===== src/hdl/bp_pkg.sv =====
`default_nettype none

package bp_pkg;

    // ----------------------------------------------------------------------
    // Counter encoding
    // ----------------------------------------------------------------------
    // Two-bit saturating counters, top bit is the prediction
    localparam int CTR_W = 2;

    // Weakly not-taken, or weakly prefer local for the choice table
    localparam logic [CTR_W-1:0] CTR_INIT = 2'd1;

    localparam logic [CTR_W-1:0] CTR_MAX = {CTR_W{1'b1}};

    // ----------------------------------------------------------------------
    // Default sizes
    // ----------------------------------------------------------------------
    localparam int DEF_ADDR_WIDTH  = 32;
    localparam int DEF_GHR_WIDTH   = 8;
    localparam int DEF_BHT_ENTRIES = 256;
    localparam int DEF_PHT_ENTRIES = 256;
    localparam int DEF_SEL_ENTRIES = 256;
    localparam int DEF_BTB_ENTRIES = 64;

    // Move a counter one step toward up/down, holding at both ends
    function automatic logic [CTR_W-1:0] ctr_step(input logic [CTR_W-1:0] ctr,
                                                  input logic             up);
        logic [CTR_W-1:0] ctr_next;
        ctr_next = ctr;
        if (up) begin
            if (ctr != CTR_MAX) ctr_next = ctr + 1'b1;
        end else begin
            if (ctr != '0) ctr_next = ctr - 1'b1;
        end
        return ctr_next;
    endfunction

endpackage

`default_nettype wire


===== src/hdl/branch_target_buffer.sv =====
`default_nettype none

module branch_target_buffer #(
    parameter int ADDR_WIDTH  = bp_pkg::DEF_ADDR_WIDTH,
    parameter int BTB_ENTRIES = bp_pkg::DEF_BTB_ENTRIES
) (
    input  wire logic                  clk_i,
    input  wire logic                  rst_ni,

    // Lookup
    input  wire logic [ADDR_WIDTH-1:0] pc_i,
    output logic                       hit_o,
    output logic [ADDR_WIDTH-1:0]      target_o,

    // Resolved branch
    input  wire logic                  upd_valid_i,
    input  wire logic [ADDR_WIDTH-1:0] upd_pc_i,
    input  wire logic [ADDR_WIDTH-1:0] upd_target_i
);

    localparam int IDX_W = $clog2(BTB_ENTRIES);

    logic                  valid_q  [BTB_ENTRIES];
    logic [ADDR_WIDTH-1:0] tag_q    [BTB_ENTRIES];
    logic [ADDR_WIDTH-1:0] target_q [BTB_ENTRIES];

    logic [IDX_W-1:0] look_idx;
    logic [IDX_W-1:0] upd_idx;

    assign look_idx = pc_i[IDX_W+1:2];
    assign upd_idx  = upd_pc_i[IDX_W+1:2];

    // ----------------------------------------------------------------------
    // Lookup
    // ----------------------------------------------------------------------
    // Full PC kept as tag, so aliases never hit
    assign hit_o    = valid_q[look_idx] && (tag_q[look_idx] == pc_i);
    assign target_o = target_q[look_idx];

    // ----------------------------------------------------------------------
    // Fill
    // ----------------------------------------------------------------------
    always_ff @(posedge clk_i or negedge rst_ni) begin
        if (!rst_ni) begin
            for (int i = 0; i < BTB_ENTRIES; i++) begin
                valid_q[i] <= 1'b0;
            end
        end else if (upd_valid_i) begin
            valid_q[upd_idx] <= 1'b1;
        end
    end

    // Every update overwrites its slot, replacing any alias
    always_ff @(posedge clk_i) begin
        if (upd_valid_i) begin
            tag_q[upd_idx]    <= upd_pc_i;
            target_q[upd_idx] <= upd_target_i;
        end
    end

endmodule

`default_nettype wire


===== config.mk =====
export PLATFORM = sky130hd
export DESIGN_NAME = branch_target_buffer
export DESIGN_NICKNAME = d
export VERILOG_FILES = /design/src/hdl/bp_pkg.sv /design/src/hdl/branch_target_buffer.sv
export SDC_FILE = /design/constraint.sdc
export NUM_CORES = 2
export LEC_CHECK = 0
export BUFFER_PORTS_ARGS = -buffer_cell sky130_fd_sc_hd__buf_4
export CAP_MARGIN = 25
export CORE_AREA = 2 2 800 802
export DETAILED_ROUTE_END_ITERATION = 10
export DIE_AREA = 0 0 802 804
export PLACE_DENSITY_LB_ADDON = 0.2
export SLEW_MARGIN = 5
export SYNTH_ARGS = -nofsm -noshare
export SYNTH_HDL_FRONTEND = slang
export SYNTH_SLANG_ARGS = --single-unit

===== constraint.sdc =====
create_clock -name clk_i -period 11.15 [get_ports clk_i]
set_clock_uncertainty 0.05 [all_clocks]
set_input_delay 1.115 -clock clk_i [delete_from_list [all_inputs] [get_ports clk_i]]
set_output_delay 1.115 -clock clk_i [all_outputs]
set_load 0.02 [all_outputs]

* Word-level counts from Yosys, hierarchy flattened *
Memory sizes are Yosys's and may differ from the RTL's.
Index checks and enable logic that the tools add are counted.

cells by class
  magnitude comparators = 3
  equal/unequal tests = 1
  multiplexer cells = 7
  bitwise logic cells = 3
  reduce and logical (&&, ||, !) cells = 2

operators with widths
  kind                  count
  $or A64 B64 Y64       1
  $eq A32 B32 Y1        1
  $ge A7 B7 Y1 const B  2
  $not A6 Y7            2
  $lt A7 B1 Y1 const B  1
  $bmux W1 S6           1
  $demux W1 S6          1
  $mux W1               5
  $logic_and A1 B1 Y1   2

storage, ports and cells
  flip-flop bits (word level) = 64
  RAM bits = 4,096
  input bits = 99
  output and inout bits = 33
  memories kept = 2

memories
  memory    depth  width  rd ports  clocked after Yosys merged registers in  wr ports  line                        RTL
  tag_q     64     32     1         0                                        1         branch_target_buffer.sv:24  logic [ADDR_WIDTH-1:0] tag_q [BTB_ENTRIES];
  target_q  64     32     1         0                                        1         branch_target_buffer.sv:25  logic [ADDR_WIDTH-1:0] target_q [BTB_ENTRIES];

* Depth between registers and ports, before layout *
  depth in word-level cells = 6
  mapped depth = 16
  depth with buffers taken out = 9

* Least setup slack after synthesis *
No wires, ideal clock.

  path kind = input to register
  start = input upd_pc_i[7]
  end = memory tag_q[32][0] (netlist name) (enable)
  data arrival time = 4.636 ns
  data required time = 10.613 ns
  path slack = 5.977 ns
  stages on the path = 4
  path buffers = 2
  path through = clkbuf_1 -> or3b_2 -> clkbuf_1 -> nor2_1

RTL lines
  what                line                        RTL
  start: declaration  branch_target_buffer.sv:17  input wire logic [ADDR_WIDTH-1:0] upd_pc_i,
  end: declaration    branch_target_buffer.sv:24

Straight into the memory's write port.

* Worst setup path after layout *
  start = input pc_i[3]
  end = output hit_o

between the ends
  cells in the longest elaborated chain, start to end = 5
  elaborated cells on any way between the ends = 7

ends and longest elaborated chain
  what                                                                     line                        RTL
  start: declaration                                                       branch_target_buffer.sv:11  input wire logic [ADDR_WIDTH-1:0] pc_i,
  parallel branches: the longest is 4 deep, another holds $mem_v2 Z64 W32  -
  $logic_and A1 B1 Y1 (*)                                                  branch_target_buffer.sv:37  assign hit_o = valid_q[look_idx] && (tag_q[look_idx] == pc_i);
  end: declaration                                                         branch_target_buffer.sv:12  output logic hit_o,

Every way passes the cells marked *. The select of a mux whose other input is x is not followed.

==> results.py <==
metrics = {
    "grt": {
        "grt_max_degree": 137,
        "overflow": 0,
        "antenna_found_initial": 65,
        "grt_usage": 0.170,
        "gr-usage-met3": 0.0236,
        "grt_pass1_vias": 78900,
        "grt_use_met1": 0.247,
        "busiest_layer": "met2",
        "met2_usage": 0.274,
        "grt_first_pass_wirelength_um": 748000,
    },
    "critical_path": {
        "crit_required_ps": 9990,
        "critPathKind": "in2out",
        "r2r-start": "valid_q[2]$_DFFE_PN0P_",
        "crit_fanout": 116,
        "startpoint_type": "input pin",
        "arrival_ps": 6760,
        "timing.rr.end": "valid_q[2]$_DFFE_PN0P_",
        "reg2reg_depth": 1,
        "r2r_slack_ps": 10290,
        "crit_path_end_kind": "primary output",
    },
    "finish": {
        "syn2layout_area_growth_pct": 16.6,
        "drive_above_1_share": 0.297,
        "fin_nets": 7329,
        "fin_area_um2": 185000,
    },
    "timing": {
        "relSlewSlack": 0.142,
        "hold_violations": 0,
        "hold_ws_ps": 156,
        "worst_pin_slew_ps": 1290,
        "finalCritPeriodShare": 0.711,
        "rsz0062_at_grt": "false",
        "setup-tns-final_ps": 0,
        "fin_ws_ps": 3230,
        "fmax_mhz": 126,
        "drv_slew": 0,
        "period_needed_ps": 7920,
        "setup_viol_count_final": 0,
    },
    "synthesis": {
        "synthCells": 6733,
        "syn-num-nets": 6832,
        "ys_seq_area_frac": 0.786,
        "synth.distinct_cells": 74,
        "synthArstFlopShare": 0.0154,
        "synth_edf_count": 4096,
        "synth_seq_cells": 4160,
        "synthFlopType": "edfxtp_1",
        "yosys_warnings": 0,
        "syn_area_um2": 159000,
        "synth_area_per_cell_um2": 23.6,
    },
    "clock_network": {
        "clkTransAtPathRegs_ps": 60,
        "cts_setup_buffers": 0,
        "cts.repair.resized": 0,
        "cts_tree": "yes",
        "cts_buffers": 436,
        "clk_latency_ps": 1010,
        "cts_sinks": 4160,
        "cts_hold_buf": 0,
        "cts-htree-levels": 5,
        "root_buffer": "clkbuf_16",
        "clockBufferDepth": 4,
    },
    "placed_design": {
        "pre_cts_ws_ps": 3270,
        "dp_hpwl_um": 305000,
        "gp_congestion": 0.764,
        "place_area_um2": 171000,
        "port_buffers": 131,
    },
    "floorplanning": {
        "start_util": 0.250,
        "die_area_um2": 645000,
        "fp.dieW_um": 802,
        "die_height_um": 804,
        "io_pins": 132,
        "core_um2": 636000,
        "num_rows": 293,
    },
    "pwr": {
        "leakagePower_nw": 56.6,
        "max-vdd-ir-drop_mv": 0.130,
        "p_per_area_nw_per_um2": 180,
    },
    "drt": {
        "viasPerCell": 4.93,
        "firstDrtPassIters": 6,
        "drc": 0,
        "first_iter_violations": 10300,
        "wirelength_um": 566000,
        "num_vias": 78900,
        "drtAntennaViolNets": 0,
        "wire_per_inst_um": 35.4,
    },
    "worst_hold_path": {
        "worstHoldPathType": "in2async",
    },
    "run_status": {
        "status": "completed",
    },
    "job": {
        "maxCapViolations": 0,
    },
}
==> registers in the layout (all words and copies together) (netlist names) <==
| signal | cells |
|---|---|
| target_q | 2048 |
| valid_q | 64 |
| tag_q | 2048 |
==> Yosys cell counts, drive strengths merged, types with 20 or more instances <==
cell	n	area, µm²
dfrtp	64	1600
a22oi	91	683
o221ai	32	280
o22ai	36	225
or2	67	419
buf	201	1280
a21oi	77	389
o21ai	37	185
nor2	117	439
mux4	1085	24400
mux2i	222	2220
a221oi	23	208
edfxtp	4096	123000
clkbuf	155	582
nand2	113	424
nand3	38	190
nor2b	20	125
nor3	33	170
==> power breakdown <==
group | switching, mW | total [mW] | internal [mW]
Sequential | 0.0433 | 17.4 | 17.3
Clock | 6.25 | 14.1 | 7.90
Combinational | 1.13 | 1.77 | 0.648
Total | 7.42 | 33.3 | 25.9
==> stage by stage <==
stage           util  instances  total power [mW]
2_1_floorplan      -       6733              18.6
6_report       0.291      16000              33.3
5_1_grt        0.291      16000              34.3
3_5_place_dp   0.269      15200              19.5
3_3_place_gp   0.269      15200              19.5
4_1_cts        0.291      16000              33.6
==> critical path, stage by stage <==
cell and delay (ps):
buf_8 320, buf_12 600, buf_4 750, mux4_2 420
a22oi_1 270, a21oi_1 130, nor4_1 650, xnor2_1 210
or4_1 600, nor4_2 450, and4_1 610, buf_4 240
==> cells in the final DEF, fill, tap and decap left out, types with 13 or more instances in the layout <==
master / synthesis / final
nor3_1: 32 / 32
nor4_1: 15 / 15
mux4_2: 1085 / 1085
buf_12: 1 / 19
buf_4: 27 / 385
a21oi_1: 76 / 76
o22ai_1: 36 / 36
o221ai_1: 32 / 32
nand3_1: 38 / 38
mux2i_1: 222 / 222
clkinv_1: 2 / 85
clkinv_2: 0 / 76
xnor2_1: 16 / 16
diode_2: 0 / 15
or2_2: 67 / 67
clkbuf_1: 155 / 129
dfrtp_1: 64 / 64
a22oi_1: 91 / 91
o21ai_0: 36 / 36
bufinv_16: 0 / 26
nand2b_1: 14 / 13
nor2_4: 0 / 66
a221oi_1: 22 / 22
nor2_1: 117 / 49
mux2_2: 16 / 16
clkbuf_16: 0 / 438
nand2_1: 113 / 113
nor2b_1: 20 / 16
edfxtp_1: 4096 / 4096
==> cells by family after synthesis <==
kind of cell              after synthesis  synth area share
buffers and inverters                 370            0.0121
DFF                                  4160             0.786
muxes                                1323             0.169
xor gates and xnor gates               21           0.00116
and+or+nand+nor                       462            0.0142
AOI/OAI and AO/OA                     397            0.0177
==> worst max-delay path by stage <==
stage / slack (ps) / startpoint / end / cells past startpoint
floorplan: 5980 / upd_pc_i[7] / tag_q[32][0]$_DFFE_PP_ / 4
global placement: 3240 / pc_i[3] / hit_o / 12
detailed placement: 3270 / pc_i[3] / hit_o / 12
CTS: 3250 / pc_i[3] / hit_o / 12
global route: 3170 / pc_i[3] / hit_o / 12
finish: 3230 / pc_i[3] / hit_o / 12
==> layer usage <==
metal	vias to the layer above	wire length, µm	share of wire
li1	30000	-	-
met1	45000	253000	0.45
met2	3198	266000	0.47
met3	656	35700	0.063
met4	16	12000	0.021
met5	-	99	0.00017
==> area by class of cell <==
cell class	count	area, µm²
Multi-Input combinational cell	2203	32600
Timing Repair Buffer	415	3520
Tap cell	8407	10500
Clock buffer	576	11600
Fill cell	61900	451000
Antenna cell	15	37.5
Inverter	14	63.8
Clock inverter	222	2020
Sequential cell	4160	125000
Power figures use the tool's default switching activity.
