===== src/hdl/bp_pkg.sv =====
`default_nettype none

package bp_pkg;

    // ----------------------------------------------------------------------
    // Counter encoding
    // ----------------------------------------------------------------------
    // Two-bit saturating counters, top bit is the prediction
    localparam int CTR_W = 2;

    // Weakly not-taken, or weakly prefer local for the choice table
    localparam logic [CTR_W-1:0] CTR_INIT = 2'd1;

    localparam logic [CTR_W-1:0] CTR_MAX = {CTR_W{1'b1}};

    // ----------------------------------------------------------------------
    // Default sizes
    // ----------------------------------------------------------------------
    localparam int DEF_ADDR_WIDTH  = 32;
    localparam int DEF_GHR_WIDTH   = 8;
    localparam int DEF_BHT_ENTRIES = 256;
    localparam int DEF_PHT_ENTRIES = 256;
    localparam int DEF_SEL_ENTRIES = 256;
    localparam int DEF_BTB_ENTRIES = 64;

    // Move a counter one step toward up/down, holding at both ends
    function automatic logic [CTR_W-1:0] ctr_step(input logic [CTR_W-1:0] ctr,
                                                  input logic             up);
        logic [CTR_W-1:0] ctr_next;
        ctr_next = ctr;
        if (up) begin
            if (ctr != CTR_MAX) ctr_next = ctr + 1'b1;
        end else begin
            if (ctr != '0) ctr_next = ctr - 1'b1;
        end
        return ctr_next;
    endfunction

endpackage

`default_nettype wire


===== src/hdl/choice_predictor.sv =====
`default_nettype none

module choice_predictor #(
    parameter int ADDR_WIDTH  = bp_pkg::DEF_ADDR_WIDTH,
    parameter int GHR_WIDTH   = bp_pkg::DEF_GHR_WIDTH,
    parameter int SEL_ENTRIES = bp_pkg::DEF_SEL_ENTRIES
) (
    input  wire logic                  clk_i,
    input  wire logic                  rst_ni,

    // Lookup
    input  wire logic [ADDR_WIDTH-1:0] pc_i,
    input  wire logic [GHR_WIDTH-1:0]  ghr_i,
    input  wire logic                  local_pred_i,
    input  wire logic                  global_pred_i,
    input  wire logic                  btb_hit_i,
    output logic                       pred_taken_o,

    // Resolved branch
    input  wire logic                  upd_valid_i,
    input  wire logic [ADDR_WIDTH-1:0] upd_pc_i,
    input  wire logic                  upd_taken_i,
    input  wire logic                  upd_local_pred_i,
    input  wire logic                  upd_global_pred_i
);

    import bp_pkg::*;

    localparam int IDX_W = $clog2(SEL_ENTRIES);

    logic [CTR_W-1:0] sel_q [SEL_ENTRIES];

    logic [IDX_W-1:0] ghr_fold;
    logic [IDX_W-1:0] look_idx;
    logic [IDX_W-1:0] upd_idx;
    logic             use_global;
    logic             local_ok;
    logic             global_ok;

    assign ghr_fold = IDX_W'(ghr_i);
    assign look_idx = pc_i[IDX_W+1:2] ^ ghr_fold;
    assign upd_idx  = upd_pc_i[IDX_W+1:2] ^ ghr_fold;

    // Top bit set means trust global
    assign use_global = sel_q[look_idx][CTR_W-1];

    // Never predict taken without a target to go to
    assign pred_taken_o = btb_hit_i & (use_global ? global_pred_i : local_pred_i);

    // ----------------------------------------------------------------------
    // Choice training
    // ----------------------------------------------------------------------
    assign local_ok  = (upd_local_pred_i == upd_taken_i);
    assign global_ok = (upd_global_pred_i == upd_taken_i);

    // Only a disagreement in correctness moves the counter,
    // toward whichever side was right
    always_ff @(posedge clk_i or negedge rst_ni) begin
        if (!rst_ni) begin
            for (int i = 0; i < SEL_ENTRIES; i++) begin
                sel_q[i] <= CTR_INIT;
            end
        end else if (upd_valid_i && (local_ok != global_ok)) begin
            sel_q[upd_idx] <= ctr_step(sel_q[upd_idx], global_ok);
        end
    end

endmodule

`default_nettype wire


===== config.mk =====
export PLATFORM = sky130hd
export DESIGN_NAME = choice_predictor
export DESIGN_NICKNAME = d
export VERILOG_FILES = /design/src/hdl/bp_pkg.sv /design/src/hdl/choice_predictor.sv
export SDC_FILE = /design/constraint.sdc
export NUM_CORES = 1
export LEC_CHECK = 0
export BUFFER_PORTS_ARGS = -buffer_cell sky130_fd_sc_hd__clkbuf_2
export CAP_MARGIN = 20
export CORE_AREA = 3 3 247 249
export CTS_BUF_LIST = sky130_fd_sc_hd__clkbuf_8
export CTS_CLUSTER_DIAMETER = 120
export DETAILED_ROUTE_END_ITERATION = 16
export DIE_AREA = 0 0 250 252
export SLEW_MARGIN = 20
export SYNTH_ARGS = -nofsm -noshare
export SYNTH_HDL_FRONTEND = slang
export SYNTH_SLANG_ARGS = --single-unit

===== constraint.sdc =====
create_clock -name clk_i -period 5.25 [get_ports clk_i]
set_input_delay 0.525 -clock clk_i [delete_from_list [all_inputs] [get_ports clk_i]]
set_output_delay 0.525 -clock clk_i [all_outputs]
set_load 0.01 [all_outputs]

**Word level (Yosys, flattened, before mapping)**

Cells that the tools add are included.
W data, S select, Z words.

- Word-level logic and storage cells: 287
- Bits in registers: 512
- Output and inout port bits: 1

- Add/subtract/negate cells: 2
- Eq/ne operators: 4
- Magnitude comparators: 3
- Bitwise gates (word level): 5
- Mux-type cells: 14
- Reductions and logical operators: 3

Operators with widths:

| kind | count |
|---|---|
| $bwmux W512 | 1 |
| $bmux W2 S8 | 2 |
| $ge A9 B9 Y1 const B | 2 |
| $mux W2 | 9 |
| $not A8 Y9 | 2 |
| $demux W2 S8 | 1 |
| $xor A8 B8 Y8 | 2 |
| $lt A9 B1 Y1 const B | 1 |
| $add A2 B1 Y2 const B | 1 |
| $eq A1 B1 Y1 | 2 |
| $logic_and A1 B1 Y1 | 2 |
| $ne A2 B2 Y1 const B | 1 |
| $reduce_bool A2 Y1 | 1 |
| $sub A2 B1 Y2 const B | 1 |
| $and A1 B1 Y1 | 1 |
| $mux W1 | 1 |
| $ne A1 B1 Y1 | 1 |

**Depth between registers and ports, before layout**

Gate-level depths: netlist of the first run.

- Word-level depth: 10
- Gate-level depth with buffers: 14
- Mapped depth without buffers: 8

**Worst setup path before layout of the first run**

No wires, ideal clock.

- Path type: input -> output
- Start: input ghr_i[0]
- End: output pred_taken_o
- Setup slack: 1.077 ns
- Data arrival time: 3.648 ns
- Path buffers: 3
- Stages on the path: 10
- Cell sequence: buf_2 -> xnor2_2 -> buf_2 -> buf_2 -> mux4_2 -> a22oi_1 -> a21oi_1 -> or4b_2 -> a211oi_1 -> nand3b_1

- Longest elaborated chain between the ends: 7

Ends and longest elaborated chain:

| element | line | RTL |
|---|---|---|
| start: declaration | choice_predictor.sv:13 | `input wire logic [GHR_WIDTH-1:0] ghr_i,` |
| $xor A8 B8 Y8 | choice_predictor.sv:41 | `assign look_idx = pc_i[IDX_W+1:2] ^ ghr_fold;` |
| $not A8 Y9 (not written as such) | choice_predictor.sv:45 | `assign use_global = sel_q[look_idx][CTR_W-1];` |
| $bmux W2 S8 | choice_predictor.sv:45 |  |
| $mux W2 (not written as such) (2 in a row) | choice_predictor.sv:45 |  |
| $mux W1 | choice_predictor.sv:48 | `assign pred_taken_o = btb_hit_i & (use_global ? global_pred_i : local_pred_i);` |
| $and A1 B1 Y1 | choice_predictor.sv:48 |  |
| end: declaration | choice_predictor.sv:17 | `output logic pred_taken_o,` |

No other way between the ends. The select of a mux whose other input is x is not followed.

**Worst setup path in the final report of the first run**

Same ends and word-level chain as after synthesis.

==> flow_summary.yaml, run 1 <==
detailed_routing:
  antenna_left: 0
  drc: 0
  drt-wirelength-per-cell_um: 25.8
  routed_via_density: 6.36
  drtIter0Drc: 2479
  dr.pass1.iters: 6
  totalWireLength_um: 89100
  via_count: 22003
finish:
  instances_no_fill: 3457
  post-route-util_pct: 50.5
  layout-area-overhead-vs-synth_pct: 12.5
  largest_reg_flops: 512
  top_register: "sel_q"
  final_area_um2: 29800
  nets: 2687
  reg_top3: "sel_q (512)"
  drive_gt1_share_pct: 25.2
worst_setup_path:
  endpoint: "pred_taken_o"
  critPathKind: "input port to output port"
  r2r-start: "sel_q[160]$_DFFE_PN1P_"
  startpoint: "ghr_i[0]"
  end_kind: "output port"
  r2r_cells: 9
  cp.arrival_ns: 4.04
  timing.critical_path.required_ns: 4.72
  reg2reg_slack_ns: 1.71
  worst_setup_path_start_kind: "input port"
  cp_max_fo: 29
  r2r-end: "sel_q[41]$_DFFE_PN0P_"
timing:
  fin_crit_ns: 4.56
  setup_viol: 0
  slew_viol_final: 0
  setup_slack_ns: 0.689
  fin_setup_tns_ns: 0
  holdWs_ns: 0.472
  finClkSkew_ns: 0.0305
  final_hold_viol_count: 0
  worstMarginPinSlew_ns: 1.22
  min_period_over_period_pct: 86.9
  maxSlewHeadroom_pct: 18.5
  max_freq_mhz: 219
  rsz0062_at_grt: "no"
global_routing:
  grt_antenna_before_repair: 2
  grt-ovfl-total: 0
  grt_usage_pct: 28.1
  grt_max_degree: 135
  first_global_vias: 21570
  grt_pass1_wl_um: 135000
die:
  io_pins: 82
  fp.dieW_um: 250
  rows: 89
  die_h_um: 252
  start_util_pct: 44.9
  dieArea_um2: 63000
  fp.coreArea_um2: 58900
cts:
  cts-root-buf: "clkbuf_8"
  post_cts_buffers: 0
  clk_pin_slew_worst_paths_ns: 0.06
  cts.sinks: 512
  clockBufferDepth: 3
  cts_tree: "yes"
  clk_latency_ns: 0.70
  cts_buffers: 89
  htree_num_levels: 3
yosys:
  async_flop_share_pct: 100
  synth_compound_area_share_pct: 16.3
  synth_ff_type: "dfstp_2"
  muxShareOfSynthArea_pct: 16.2
  ys_types: 41
  synth_top_family_by_area: "compound AO/OA/AOI/OAI gates"
  synth_nets: 2662
  syn-cell-area_um2: 26400
  ys_ff_latch: 512
  synth_edf_count: 0
  yosys_warnings: 0
  synth-simple-area-share_pct: 13.1
  avgSynthCellArea_um2: 10.2
  synth_xor_area_share_pct: 0.951
  yosysSeqAreaShare_pct: 49.7
  postSynthCellCount: 2581
  synth_fa_ha_area_share_pct: 0
flow_run:
  drv_cap: 0
placement:
  placed_area_um2: 27900
  hpwl_um: 54300
  dp_cells: 3287
  dpl_worst_slack_ns: 0.606
  io_buffer_count: 33
  place_congestion: 0.894
pwr:
  power.static_leakage_nw: 11.7
  power_mw: 10.5
  ir_drop_v: 0.000183
  power_density_nw_per_um2: 353
min_path:
  hp-class: "input port to asynchronous set/reset pin"
run_status:
  outcome: "finished clean"
[cell usage after synthesis (3+ instances only)]
| master | count | share of area (%) |
|---|---|---|
| a21oi_1 | 12 | 0.23 |
| a31oi_1 | 513 | 12 |
| dfstp_2 | 256 | 25 |
| o21ai_0 | 5 | 0.095 |
| xnor2_1 | 12 | 0.40 |
| nand3_1 | 13 | 0.25 |
| mux2i_1 | 129 | 4.9 |
| a22oi_1 | 32 | 0.91 |
| buf_4 | 24 | 0.68 |
| a41oi_1 | 8 | 0.26 |
| o22ai_1 | 64 | 1.5 |
| nand4_1 | 5 | 0.12 |
| o41a_1 | 4 | 0.17 |
| a22o_1 | 3 | 0.099 |
| buf_2 | 111 | 2.1 |
| nand2_1 | 92 | 1.3 |
| xor2_1 | 13 | 0.43 |
| dfrtp_1 | 256 | 24 |
| mux4_2 | 132 | 11 |
| o41ai_1 | 14 | 0.46 |
| a211oi_1 | 4 | 0.11 |
| nor2_1 | 786 | 11 |
| clkbuf_1 | 68 | 0.97 |
[layer usage]
metal	global-route usage (%)	up-vias	part of all wire, %
li1	-	9704	-
met1	38.9	10930	41
met2	42.4	1137	45
met3	6.94	228	10
met4	12.0	4	4.1
met5	0	-	0.029
[area by class of cell]
cell class	instances	area, um^2
clock buffer	117	1610
multi-input combinational	1865	12400
antenna	1	2.50
sequential	512	13100
tap	773	967
timing repair buffer	138	1320
fill	5202	29100
clock inverter	51	283
[timing repair]
action / 4_1_cts / 5_1_grt
hold buffers: 1 / 0
setup endpoints to repair: 0 / 0
resized for setup: 0 / 0
hold endpoints to repair: 39 / 0
[power breakdown]
part | switching [mW] | internal (mW)
logic | 1.24 | 0.742
clock network | 1.74 | 2.10
registers | 0.239 | 4.44
total | 3.22 | 7.29
[cells by family after synthesis]
| family | Yosys count |
|---|---|
| AO/OA/AOI/OAI | 669 |
| buffers and inverters | 204 |
| AND/OR/NAND/NOR | 907 |
| XOR/XNOR | 27 |
| multiplexers | 262 |
| flip-flops | 512 |
[worst min path at each step]
stage,end,startpoint
2_1_floorplan,sel_q[101]$_DFFE_PN0P_,rst_ni
3_3_place_gp,sel_q[54]$_DFFE_PN1P_,sel_q[54]$_DFFE_PN1P_
3_5_place_dp,sel_q[398]$_DFFE_PN1P_,sel_q[398]$_DFFE_PN1P_
4_1_cts,sel_q[25]$_DFFE_PN0P_,rst_ni
5_1_grt,sel_q[25]$_DFFE_PN0P_,rst_ni
6_report,sel_q[37]$_DFFE_PN0P_,rst_ni
[worst max-delay path, stage by stage]
cell	delay, ns
clkbuf_2	0.21
xnor2_4	0.41
buf_12	0.34
mux4_2	0.54
a22o_1	0.26
a221oi_1	0.50
o21ai_0	0.13
o21ai_0	0.47
mux2_2	0.39
nand3b_1	0.09
clkbuf_2	0.13
[cells in the final DEF, fill, tap and decap left out, drive strengths merged, types with 12 or more instances in the layout]
| cell | Yosys | routed |
|---|---|---|
| a31oi | 513 | 513 |
| dfrtp | 256 | 256 |
| o22ai | 64 | 64 |
| clkbuf | 68 | 149 |
| inv | 0 | 36 |
| buf | 136 | 105 |
| mux2i | 129 | 129 |
| xor2 | 13 | 13 |
| mux4 | 132 | 132 |
| xnor2 | 14 | 14 |
| nand2 | 92 | 92 |
| a21oi | 12 | 12 |
| dfstp | 256 | 256 |
| nand3 | 13 | 13 |
| nor2 | 786 | 786 |
| o41ai | 14 | 14 |
| a22oi | 32 | 32 |
Note: power is estimated with default switching activity, not from simulation.
==> run 2, diff against run 1 <==
Settings changed: HOLD_SLACK_MARGIN from default to 0.03.
Clock period 5.25 ns to 4.1 ns, I/O delays scaled along.
==> run 2 against run 1 <==
Clock-buffer cell count shrank 3. First-iteration DRC count increased by 8.5%. Design area increased by 5.4%. Clock power rose by 29%. Clock skew up 0.023 ns. Final cell count up 3.9%. Sequential cell count did not move. Die area unchanged. Worst hold slack lost 0.15 ns. Global-route usage is 0.89 points higher.
==> flow_summary.yaml, run 2 (synthesis gave the netlist of run 1 again) <==
run_status:
  outcome: "finished clean"
cts:
  cts_tree: "yes"
  clk_pin_slew_worst_paths_ns: 0.06
  clk_latency_ns: 0.72
  clockBufferDepth: 3
  cts_buffers: 90
  htree_num_levels: 3
  cts.repair.resized: 0
  cts-root-buf: "clkbuf_8"
  cts.sinks: 512
finish:
  nets: 2823
  final_area_um2: 31400
  layout-area-overhead-vs-synth_pct: 18.5
  fillers: 5125
  final_cell_mix: "nor2_1, a31oi_1, dfstp_2, dfrtp_1, buf_4"
  reg_top3: "sel_q (512)"
  seqCellArea_um2: 13100
  drive_gt1_share_pct: 28.6
  top_register: "sel_q"
  largest_reg_flops: 512
  multi_input_area_um2: 12400
  instances_no_fill: 3591
  layout_commonest_cell: "nor2_1"
  post-route-util_pct: 53.2
timing:
  final_hold_viol_count: 0
  holdWs_ns: 0.320
  setup_slack_ns: 0.0977
  finClkSkew_ns: 0.0533
  max_freq_mhz: 250
  fin_crit_ns: 4.00
  maxSlewHeadroom_pct: 28.6
  fin_setup_tns_ns: 0
  rsz0062_at_grt: "no"
  slew_viol_final: 0
  setup_viol: 0
  worstMarginPinSlew_ns: 1.06
  min_period_over_period_pct: 97.6
placement:
  dpl_worst_slack_ns: -0.0806
  io_buffer_count: 33
  placed_area_um2: 29400
  hpwl_um: 60600
  dp_cells: 3420
  place_congestion: 0.907
detailed_routing:
  drt-wirelength-per-cell_um: 25.6
  drc: 0
  highest_layer: "met4"
  wl_met2_um: 41000
  totalWireLength_um: 91800
  drt-met1-wl_um: 37500
  antenna_left: 0
  wl_met3_um: 9660
  via_count: 22659
  dr.pass1.iters: 6
  routed_via_density: 6.31
  drtIter0Drc: 2689
worst_setup_path:
  r2r-start: "sel_q[485]$_DFFE_PN0P_"
  reg2reg_slack_ns: 0.73
  worst_setup_path_start_kind: "input port"
  r2r_cells: 9
  end_kind: "output port"
  r2r-end: "sel_q[405]$_DFFE_PN0P_"
  timing.critical_path.required_ns: 3.69
  cp_max_fo: 11
  cp.arrival_ns: 3.59
  critPathKind: "input port to output port"
die:
  fp.dieW_um: 250
  rows: 89
  die_h_um: 252
  dieArea_um2: 63000
  fp.coreArea_um2: 58900
  io_pins: 82
  start_util_pct: 44.9
pwr:
  p_sw_mw: 4.20
  clkPwrFrac_pct: 35.9
  swShare_pct: 30.5
  ir_drop_v: 0.000281
  combPwrFrac_pct: 20.5
  pwr-share-seq_pct: 43.6
  power_density_nw_per_um2: 439
  power.static_leakage_nw: 12.6
  power_mw: 13.8
  intPower_mw: 9.55
global_routing:
  grt_pass1_wl_um: 139000
  grt_antenna_before_repair: 1
  grt-ovfl-total: 0
  grt_max_degree: 124
  first_global_vias: 22406
  grt_usage_pct: 29.0
min_path:
  hp-class: "input port to asynchronous set/reset pin"
flow_run:
  drv_cap: 0
==> run 2: cell count changes in the layout (fill, tap and decap cells not counted), sizes merged <==
cell	delta
bufinv	+1
clkbuf	-2
clkinvlp	-1
buf	+134
inv	+2
==> run 2: repair_timing <==
item / in CTS / in global routing
hold buffers: 1 / 0
endpoints found under the setup margin: 0 / 1
hold endpoints to repair: 37 / 0
buffers inserted: 0 / 1
==> run 2: layout make-up <==
type / count / area share, %
antenna: 1 / 0.00798
timing repair buffer: 273 / 9.32
multi-input combinational: 1865 / 39.7
clock buffer: 114 / 5.00
clock inverter: 53 / 1.01
sequential: 512 / 41.9
tap: 773 / 3.08
==> run 2: worst max path at each step <==
stage | from | to | slack, ns
2_1_floorplan | ghr_i[0] | pred_taken_o | 0.16
6_report | ghr_i[0] | pred_taken_o | 0.1
4_1_cts | ghr_i[0] | pred_taken_o | 0.07
3_3_place_gp | ghr_i[0] | sel_q[467]$_DFFE_PN0P_ | -0.05
5_1_grt | ghr_i[0] | pred_taken_o | 0.05
3_5_place_dp | ghr_i[0] | sel_q[405]$_DFFE_PN0P_ | -0.08
==> run 2: per-layer routing <==
metal  vias up  global-route usage (%)
met2      1187                    43.8
met5         -                       0
met1     11289                    40.2
met4         0                    12.1
li1       9971                       -
met3       212                    7.05
==> run 2: worst max-delay path, cell delays in order <==
cell	delay, ns
clkbuf_2	0.19
xnor2_4	0.26
buf_12	0.21
buf_4	0.24
mux4_2	0.52
a22o_1	0.27
a221oi_1	0.36
o21ai_0	0.15
o21ai_0	0.22
buf_4	0.18
mux2_2	0.33
nand3b_1	0.08
clkbuf_2	0.13
==> run 2: power groups by stage <==
stage               Clock [mW]  Sequential [mW]  Combinational [mW]
finish                    4.93             6.00                2.82
global route              5.25             6.05                2.99
CTS                       5.02             5.99                2.77
detailed placement           0             6.07                2.77
global placement             0             6.03                2.71
floorplan                    0             5.96                1.64
