$ cat src/hdl/bp_pkg.sv
`default_nettype none

package bp_pkg;

    // ----------------------------------------------------------------------
    // Counter encoding
    // ----------------------------------------------------------------------
    // Two-bit saturating counters, top bit is the prediction
    localparam int CTR_W = 2;

    // Weakly not-taken, or weakly prefer local for the choice table
    localparam logic [CTR_W-1:0] CTR_INIT = 2'd1;

    localparam logic [CTR_W-1:0] CTR_MAX = {CTR_W{1'b1}};

    // ----------------------------------------------------------------------
    // Default sizes
    // ----------------------------------------------------------------------
    localparam int DEF_ADDR_WIDTH  = 32;
    localparam int DEF_GHR_WIDTH   = 8;
    localparam int DEF_BHT_ENTRIES = 256;
    localparam int DEF_PHT_ENTRIES = 256;
    localparam int DEF_SEL_ENTRIES = 256;
    localparam int DEF_BTB_ENTRIES = 64;

    // Move a counter one step toward up/down, holding at both ends
    function automatic logic [CTR_W-1:0] ctr_step(input logic [CTR_W-1:0] ctr,
                                                  input logic             up);
        logic [CTR_W-1:0] ctr_next;
        ctr_next = ctr;
        if (up) begin
            if (ctr != CTR_MAX) ctr_next = ctr + 1'b1;
        end else begin
            if (ctr != '0) ctr_next = ctr - 1'b1;
        end
        return ctr_next;
    endfunction

endpackage

`default_nettype wire

$ cat src/hdl/local_predictor.sv
`default_nettype none

module local_predictor #(
    parameter int ADDR_WIDTH  = bp_pkg::DEF_ADDR_WIDTH,
    parameter int BHT_ENTRIES = bp_pkg::DEF_BHT_ENTRIES
) (
    input  wire logic                  clk_i,
    input  wire logic                  rst_ni,

    // Lookup
    input  wire logic [ADDR_WIDTH-1:0] pc_i,
    output logic                       pred_o,

    // Resolved branch
    input  wire logic                  upd_valid_i,
    input  wire logic [ADDR_WIDTH-1:0] upd_pc_i,
    input  wire logic                  upd_taken_i,
    output logic                       upd_pred_o
);

    import bp_pkg::*;

    localparam int IDX_W = $clog2(BHT_ENTRIES);

    logic [CTR_W-1:0] bht_q [BHT_ENTRIES];

    logic [IDX_W-1:0] look_idx;
    logic [IDX_W-1:0] upd_idx;

    // Word-aligned PC, so indexing starts at bit 2
    assign look_idx = pc_i[IDX_W+1:2];
    assign upd_idx  = upd_pc_i[IDX_W+1:2];

    assign pred_o = bht_q[look_idx][CTR_W-1];

    // Old prediction at the update slot, used by choice training
    assign upd_pred_o = bht_q[upd_idx][CTR_W-1];

    // ----------------------------------------------------------------------
    // Counter training
    // ----------------------------------------------------------------------
    always_ff @(posedge clk_i or negedge rst_ni) begin
        if (!rst_ni) begin
            for (int i = 0; i < BHT_ENTRIES; i++) begin
                bht_q[i] <= CTR_INIT;
            end
        end else if (upd_valid_i) begin
            bht_q[upd_idx] <= ctr_step(bht_q[upd_idx], upd_taken_i);
        end
    end

endmodule

`default_nettype wire

$ cat config.mk
export PLATFORM = sky130hd
export DESIGN_NAME = local_predictor
export DESIGN_NICKNAME = d
export VERILOG_FILES = /design/src/hdl/bp_pkg.sv /design/src/hdl/local_predictor.sv
export SDC_FILE = /design/constraint.sdc
export NUM_CORES = 1
export LEC_CHECK = 0
export ABC_AREA = 1
export BUFFER_PORTS_ARGS = -buffer_cell sky130_fd_sc_hd__buf_2
export CORE_UTILIZATION = 30
export CTS_BUF_LIST = sky130_fd_sc_hd__clkbuf_8
export DETAILED_ROUTE_END_ITERATION = 7
export REMOVE_ABC_BUFFERS = 1
export SLEW_MARGIN = 10
export SYNTH_ARGS = -nofsm -noshare
export SYNTH_HDL_FRONTEND = slang
export SYNTH_SLANG_ARGS = --single-unit
export TNS_END_PERCENT = 10
$ cat constraint.sdc
create_clock -name clk_i -period 4.3 [get_ports clk_i]
set_clock_uncertainty 0.05 [all_clocks]
set_input_delay 0.215 -clock clk_i [delete_from_list [all_inputs] [get_ports clk_i]]
set_output_delay 0.215 -clock clk_i [all_outputs]
set_load 0.05 [all_outputs]
# After elaboration in Yosys (flattened, before gate mapping)
# Cells that the tools add are included.
# totals
ff_bits	512
wordCells	279
# classes
n_addsub	2
order_cmp	3
n_eq_ne	1
muxes	13
bitwise	2
n_reduce_logical	2
# ops
cell	count
bitwise mux 512 bit	1
binary-select mux 2 bit (select 8 bit)	2
>= comparator 9 bit (second input constant)	2
two-way mux 2 bit	9
inverter 8 -> 9 bit	2
demux 2 bit (select 8 bit)	1
less-than comparator 9 x 1 -> 1 bit (second input constant)	1
adder 2 x 1 -> 2 bit (second input constant)	1
!= test 2 bit (second input constant)	1
nonzero test 2 bit	1
subtractor 2 x 1 -> 2 bit (second input constant)	1
logical AND 1 bit	1

# Logic depth before layout (Yosys ltp)
# Gate-level depths: netlist of run 1.
# depth
ltp_word	9
mapped_depth	23

# Worst setup path after synthesis of run 1
# OpenSTA, ideal clock, no wires.
# synth_timing
path_type	input -> register
from	input upd_pc_i[2]
to	register bht_q[11] (netlist name)
setup_ps	118
t_arrival_ps	2396
required_ps	4132
slack_ps	1736
cell_stages	21
path_cell_list	buf_4 -> buf_6 -> buf_2 -> nand2_1 -> nand2_1 -> nand2_1 -> nand3_1 -> nand2_1 -> nand2_1 -> o21ai_0 -> nand2_1 -> nor2_1 -> nor2_1 -> nor2_1 -> nand2_1 -> nand2_1 -> nand2_1 -> buf_2 -> buf_2 -> nand3_1 -> nand2_1
# synth_via
elab_chain_cells	9
# synth_rtl
element	line_no	rtl
from (decl)	local_predictor.sv:16	input wire logic [ADDR_WIDTH-1:0] upd_pc_i,
inverter 8 -> 9 bit (*)	-	
binary-select mux 2 bit (select 8 bit) (*)	-	
two-way mux 2 bit (*) (2 in a row)	-	
named net upd_pred_o	local_predictor.sv:18	output logic upd_pred_o
subtractor 2 x 1 -> 2 bit (tied with other cells)	bp_pkg.sv:34	if (ctr != '0) ctr_next = ctr - 1'b1;
two-way mux 2 bit, on equally long branches	bp_pkg.sv:34, bp_pkg.sv:32	
two-way mux 2 bit (*)	bp_pkg.sv:31	if (up) begin
two-way mux 2 bit (*)	local_predictor.sv:47	end else if (upd_valid_i) begin
bitwise mux 512 bit (*)	local_predictor.sv:48	bht_q[upd_idx] <= ctr_step(bht_q[upd_idx], upd_taken_i);
to (signal, indexed assignment)	local_predictor.sv:48	
to (decl)	local_predictor.sv:25	logic [CTR_W-1:0] bht_q [BHT_ENTRIES];
# The timed path passes the listed nets; every way through them passes the cells marked *. The select of a mux whose other input is x is not followed.
# A chain may end at the register's enable or synchronous reset.

# Worst setup path in the final report of run 1
# layout_timing
from	input pc_i[2]
to	output pred_o
# layout_via
elab_chain_cells	4
# layout_rtl
element	line_no	rtl
from (decl)	local_predictor.sv:11	input wire logic [ADDR_WIDTH-1:0] pc_i,
inverter 8 -> 9 bit (not written as such)	local_predictor.sv:34	assign pred_o = bht_q[look_idx][CTR_W-1];
binary-select mux 2 bit (select 8 bit)	local_predictor.sv:34	
two-way mux 2 bit (not written as such) (2 in a row)	local_predictor.sv:34	
to (decl)	local_predictor.sv:12	output logic pred_o,
# No other way between the ends. The select of a mux whose other input is x is not followed.

==> metrics.md, run 1 <==
| Metric | Value |
|---|---|
| Status | finished clean |
| Mapped cell area | 29800 um^2 |
| Max reg flops | 512 |
| Initial drt markers | 3274 |
| Total wire length | approximately 120 mm |
| Clock tree sinks | 512 |
| Nature of the critical path endpoint | output pin |
| Post-route ant nets | 0 |
| Die area | about 100000 um^2 |
| Number of max-cap violations | 0 |
| Leak pwr | 16.1 nW |
| Final setup viols | 0 |
| Post-DP HPWL | around 70 mm |
| Worst vdd ir | 0.194 mV |
| Routability Congestion | around 0.98 |
| Post-place instance area | between 30000 and 40000 um^2 |
| Max clock buf depth | 3 |
| Largest registers | bht_q (512) |
| Fmax | 296 MHz |
| RSZ-0062 raised after global routing | false |
| Worst hold path type | input pin to asynchronous set/reset pin |
| Hold-fix buffer count after cts | 1 |
| IO Count | 70 |
| Crit path DAT | 3120 ps |
| Synth top area share | 29.0% |
| Power Total | ~11 mW |
| Total number of vias | approximately 30k |
| Setup TNS | 0 ps |
| Worst skew pair latency | roughly 730 ps |
| Die Ht | ~320 um |
| Clk slew on worst S/H paths | 60 ps |
| WL/cell | 19.9 um |
| Final max-slew violation count | 0 |
| Port-buffer cells | 21 |
| Util after Layout | between 30% and 40% |
| Crit path kind | input pin to output pin |
| Worst EP required | 4030 ps |
| # rows | 115 |
| Resize count post-CTS | 0 |
| Vias in the first global route | 28.8k |
| Top post-synthesis cells by area | nand2_1 29%, dfstp_2 23%, dfrtp_1 22%, nand3_1 5.1%, nor2_1 4.5% |
| Worst-margin pin slew | 1110 ps |
| CTS tree | done |
| Crit path max fanout | 46 |
| Starting density of the core | 30.3% |
| GR Overflow Total | 0 |
| Ratio of cells with drive above 1 in the final layout | 11.4% |
| Final instance area | 33500 um^2 |
| H-Tree Depth | 3 |
| Mean Syn Cell Area | 6.53 um^2 |
| Crit start category | input pin |
| Sequential area share after synthesis | 44.1% |
| Clock Root Buffer | clkbuf_8 |
| Relative slew slack | 25.9% |
| Core footprint | 98400 um^2 |
| Gr usage total | a little under a quarter |
| Pin count of the biggest net entering global routing | 114 |
| DRC viols | 0 |
| Die width | about 320 um |
| Final worst path period share | 78.7% |
| Fin. Hold Viols | 0 |
| Synth area leader | nand2_1 |
| Via density | 5.14 |
| Synth-to-Final Area Change | 12.4% |
| Setup Fix Bufs, Post-CTS | 0 |
| Netlist cell types | 28 |
| PwrDens | 337 nW/um^2 |
| Number of synthesized register bits | between 500 and 600 |
| Post-Syn Instances | 4558 |
| Nets@finish | 4577 |
| Initial antenna violation count | 6 |
| Ys Warns | 0 |
| Tmin final | ~3400 ps |
| TritonCTS buffer count | between 90 and 100 |
| Reg with most FFs | bht_q |
| Router iterations before antenna repair | 8 |
| First-pass GRT wire length | ~180 mm |
-- per-stage QoR --
| stage | setup slack, ps | instances | hold WS, ps |
|---|---|---|---|
| 2_1_floorplan | -4970 | 4302 | -131 |
| 3_3_place_gp | 681 | 5701 | 343 |
| 3_5_place_dp | 717 | 5701 | 355 |
| 4_1_cts | 1010 | 5872 | 151 |
| 5_1_grt | 725 | 5873 | 161 |
| 6_report | 917 | 5874 | 96.4 |
-- path summary, 6_finish.rpt --
check / startpoint / cells after the start / to / slack (ps)
worst max-delay path: pc_i[2] / 14 / pred_o / 920
worst min-delay path: rst_ni / 2 / bht_q[427] / 100
worst max register to register: bht_q[51] / 18 / bht_q[185] / 1190
worst min register to register: bht_q[122] / 2 / bht_q[122] / 420
max in group asynchronous: rst_ni / 3 / bht_q[26] / 2830
min in group clk_i: upd_taken_i / 6 / bht_q[205] / 200
-- report_power, final --
part,internal (mW),leakage (nW),switching [mW]
Clock,2.63,1.11,2.26
Sequential,5.03,6.22,0.0707
Combinational,0.291,8.81,0.980
Total,7.96,16.1,3.31
-- cell usage after synthesis --
cell and count:
dfrtp_1 256, nand2_1 2300, nand3b_1 1, o21ai_1 19
nor2_4 1, o22ai_1 66, dfstp_2 256, buf_4 33
nand2_2 1, buf_6 1, a21boi_0 1, clkinv_1 17
inv_1 317, nor2_2 1, o211ai_1 1, nor2_1 355
nand3_1 301, nand2_4 1, o21bai_1 1, a22oi_1 42
a21oi_1 20, nor3_1 159, inv_2 5, buf_2 74
o21ai_0 155, nand4_1 26, buf_1 28, clkbuf_1 120
-- layout make-up --
cell class / count / area (um^2)
Multi-Input combinational cell: 3451 / 14300
Fill cell: 10600 / 64900
Clock inverter: 49 / 270
Sequential cell: 512 / 13100
Antenna cell: 2 / 5.00
Inverter: 339 / 1280
Tap cell: 1287 / 1610
Clock buffer: 121 / 1670
Timing Repair Buffer: 113 / 1260
-- per-layer routing --
layer / GRT usage, % / up-vias / wire length [um]
met5: 0 / - / 15
met4: 10.5 / 2 / 5810
met3: 4.83 / 313 / 11500
met2: 35.8 / 1424 / 50600
met1: 31.6 / 14300 / 48900
li1: - / 14100 / -
-- kinds of logic (layout without fill, tap and decap cells) --
group,Yosys count,in the layout,synth area share (%)
AOI/OAI and AO/OA,305,305,5.78
buffers and inverters,595,622,8.25
and+or+nand+nor,3146,3146,41.9
other,0,2,0
DFF,512,512,44.1
-- layout by cell type, fill, tap and decap left out, types with 3 or more instances in the layout --
master / synthesis / final
a21oi_1: 20 / 20
a22oi_1: 42 / 42
buf_12: 0 / 35
buf_2: 74 / 17
buf_4: 33 / 58
clkbuf_8: 0 / 121
clkinv_1: 17 / 16
clkinv_2: 0 / 11
clkinvlp_4: 0 / 4
dfrtp_1: 256 / 256
dfstp_2: 256 / 256
inv_1: 317 / 347
inv_2: 5 / 4
nand2_1: 2300 / 2298
nand2_4: 1 / 3
nand3_1: 301 / 301
nand4_1: 26 / 26
nor2_1: 355 / 352
nor2_4: 1 / 5
nor3_1: 159 / 159
o21ai_0: 155 / 155
o21ai_1: 19 / 19
o22ai_1: 66 / 66
-- worst max-delay path, cell delays in order --
cell and delay [ps]:
buf_4 220, inv_4 510, buf_4 290, buf_4 310, buf_4 200, o21ai_0 70
o22ai_1 130, nor2_1 60, o22ai_1 190, o21ai_0 90, o21ai_0 180, nand3b_1 100
nand2_1 190, buf_2 310
No activity file was read; power rests on OpenSTA's default activity.
==> run 2: changes to the inputs <==
--- a/config.mk
+++ b/config.mk
@@ -5,7 +5,7 @@
 export SDC_FILE = /design/constraint.sdc
 export NUM_CORES = 1
 export LEC_CHECK = 0
-export ABC_AREA = 1
+export ABC_AREA = 0
 export BUFFER_PORTS_ARGS = -buffer_cell sky130_fd_sc_hd__buf_2
 export CORE_UTILIZATION = 30
 export CTS_BUF_LIST = sky130_fd_sc_hd__clkbuf_8
==> constraint.sdc (replaced) <==
create_clock -name clk_i -period 2.9 [get_ports clk_i]
set_clock_uncertainty 0.05 [all_clocks]
set_input_delay 0.145 -clock clk_i [delete_from_list [all_inputs] [get_ports clk_i]]
set_output_delay 0.145 -clock clk_i [all_outputs]
set_load 0.05 [all_outputs]
==> run 2 against run 1 <==
The run now ends with negative setup slack left. Routed wire length decreased by 28%. Utilization increased by 4.9 points. Flip-flop and latch count unchanged. Clock power increased by 32%. Largest power group unchanged. Total power increased by 43%. Largest cell class is now registers. Highest routed layer unchanged. First-iteration DRC count decreased by 50%. Sequential share of layout area increased by 0.99 points. Synthesized area decreased by 14%.
==> metrics.md, run 2 <==
| Metric | Value |
|---|---|
| Max reg flops | ~510 |
| Clock tree sinks | 512 |
| Crit start category | flop |
| Leak pwr | between 10 and 15 nW |
| Pin count of the biggest net entering global routing | 106 |
| Initial drt markers | around 1.6k |
| Storage element area | 13100 um^2 |
| Worst R2R Path Depth | 14 |
| Starting density of the core | around 30% |
| Gr usage total | 19.4% |
| Routability Congestion | 0.894 |
| Clock Root Buffer | clkbuf_8 |
| Total number of vias | 20.3k |
| Number of synthesized register bits | 512 |
| Number of max-cap violations | 0 |
| Initial antenna violation count | 1 |
| Failing checks | negative setup slack |
| Worst Slack Setup Final | -781 ps |
| Nature of the critical path endpoint | output pin |
| Commonest cells after routing, fill and taps aside | 778 x nand2_1, 365 x o21ai_1, 256 x dfstp_2, 256 x dfrtp_1, 250 x buf_4 |
| Worst hold path type | input pin to flop |
| Final max-slew violation count | 0 |
| Final setup viols | 514 |
| Ys flop type | dfstp_2 |
| Nets@finish | 2754 |
| Core footprint | 83800 um^2 |
| WL/cell | 21.6 um |
| First-pass GRT wire length | 126 mm |
| Clk slew on worst S/H paths | 60 ps |
| Tmin final | 3680 ps |
| PwrDens | 494 nW/um^2 |
| Die width | between 200 and 300 um |
| Die area | about 86000 um^2 |
| # rows | around 110 |
| Crit path DAT | between 3000 and 4000 ps |
| Fmax | 272 MHz |
| Sequential area share after synthesis | between 50% and 60% |
| Ratio of cells with drive above 1 in the final layout | 40.1% |
| Post-Syn Instances | roughly 2.4k |
| RSZ-0062 raised after global routing | true |
| Fin. Hold Viols | 0 |
| GR Overflow Total | 0 |
| Post-DP HPWL | between 50 and 60 mm |
| Router iterations before antenna repair | 5 |
| Fill count | 8002 |
| Pre-CTS setup slack | -585 ps |
| Most frequent cells after synthesis | 779 x nand2_1, 333 x o21ai_0, 256 x dfrtp_1, 256 x dfstp_2, 202 x mux4_2 |
| Via density | 5.22 |
| Ys Warns | 0 |
| Worst skew pair latency | a little over 700 ps |
| Post-synth EDFFs | 0 |
| WHS Path Cells | 6 |
| Reg with most FFs | bht_q |
| Mean Syn Cell Area | approximately 11 um^2 |
| Area of the multi-input gates | approximately 12000 um^2 |
| Synth area leader | dfstp_2 |
| TritonCTS buffer count | 90 |
| H-Tree Depth | 3 |
| Synth top area share | 26.4% |
| Util after Layout | roughly 39% |
| Most common cell in the netlist | nand2_1 |
| Top post-synthesis cells by area | dfstp_2 26%, dfrtp_1 25%, mux4_2 18%, nand2_1 11%, o21ai_0 6.5% |
| Post-route ant nets | 0 |
| Final hold slack | 102 ps |
| Final worst path period share | 127% |
| Total wire length | between 80 and 90 mm |
| Largest registers | bht_q (512) |
| CTS tree | done |
| Relative slew slack | 25.9% |
| Port-buffer cells | 21 |
| Worst EP required | roughly 2700 ps |
| Worst vdd ir | approximately 0.28 mV |
| Status | finished with violations |
| Commonest non-fill, non-tap cell in the layout | nand2_1 |
| Mapped cell area | 25500 um^2 |
| Die Ht | 293 um |
| Crit path kind | flop to output pin |
| Synth-to-Final Area Change | 28.1% |
| Crit path max fanout | 2 |
| Fraction of registers with async set/reset | 100% |
| Netlist cell types | 52 |
| DRC viols | 0 |
| Vias in the first global route | between 15k and 20k |
| Max clock buf depth | 3 |
| Worst-margin pin slew | roughly 1100 ps |
| IO Count | 70 |
==> run 2: through the flow <==
stage	total power [mW]	cell area (um^2)	TNS [ps]	cells
6_report	16.1	32600	-218440	3896
5_1_grt	16.7	32600	-238820	3894
4_1_cts	16.1	31800	-191700	3874
3_5_place_dp	9.36	29200	-268380	3673
3_3_place_gp	9.33	29200	-249420	3673
2_1_floorplan	8.27	24600	-1958740	2214
==> run 2: final timing paths <==
kind                              end  slack, ps        start
max in group asynchronous  bht_q[451]       1120       rst_ni
hold reg to reg            bht_q[276]        410   bht_q[276]
hold / removal             bht_q[446]        100  upd_valid_i
min in group asynchronous   bht_q[36]        130       rst_ni
setup reg to reg           bht_q[221]       -520   bht_q[409]
setup / recovery               pred_o       -780   bht_q[449]
==> run 2: cell families (layout without fill, tap and decap cells) <==
| family | Yosys count | in the layout | share of synthesized area (%) |
|---|---|---|---|
| AND/OR/NAND/NOR | 860 | 860 | 13.2 |
| AO/OA/AOI/OAI | 603 | 603 | 12.7 |
| flip-flops | 512 | 512 | 51.5 |
| multiplexers | 235 | 235 | 19.2 |
| buffers and inverters | 164 | 550 | 3.45 |
| other | 0 | 2 | 0 |
==> run 2: worst max-delay path, stage by stage (launching register included) <==
cell and delay [ps]:
dfrtp_1 390, buf_6 120, mux4_2 470, mux4_2 540, mux4_2 580, mux4_2 520
buf_8 170
==> run 2: routing by layer <==
metal / wire length [um] / share of wire [%] / global-route usage [%] / up-vias
li1: - / - / - / 9227
met1: 35400 / 42 / 26.6 / 10200
met2: 38800 / 46 / 30.2 / 783
met3: 6990 / 8.3 / 4.30 / 182
met4: 2880 / 3.4 / 7.08 / 2
met5: 13 / 0.015 / 0 / -
==> run 2: repair_timing <==
| item | in CTS | in global routing |
|---|---|---|
| resized for setup | 258 | 228 |
| buffers inserted | 15 | 11 |
| pin swaps | 18 | 37 |
| setup endpoints to repair | 514 | 514 |
| hold buffers | 3 | 0 |
| gates cloned | 17 | 12 |
| endpoints found under the hold margin | 304 | 0 |
==> run 2: where the power goes <==
| part | internal, mW | leakage, nW | switching [mW] |
|---|---|---|---|
| registers | 7.47 | 6.21 | 0.125 |
| logic | 0.928 | 5.49 | 1.13 |
| clock network | 3.38 | 1.07 | 3.10 |
| total | 11.8 | 12.8 | 4.35 |
==> run 2: final cells by class <==
class / instances / share of cell area (%)
Tap cell: 1134 / 4.35
Inverter: 4 / 0.0460
Multi-Input combinational cell: 1698 / 37.0
Sequential cell: 512 / 40.2
Clock buffer: 109 / 4.59
Timing Repair Buffer: 380 / 13.1
Antenna cell: 2 / 0.0153
Clock inverter: 57 / 0.709
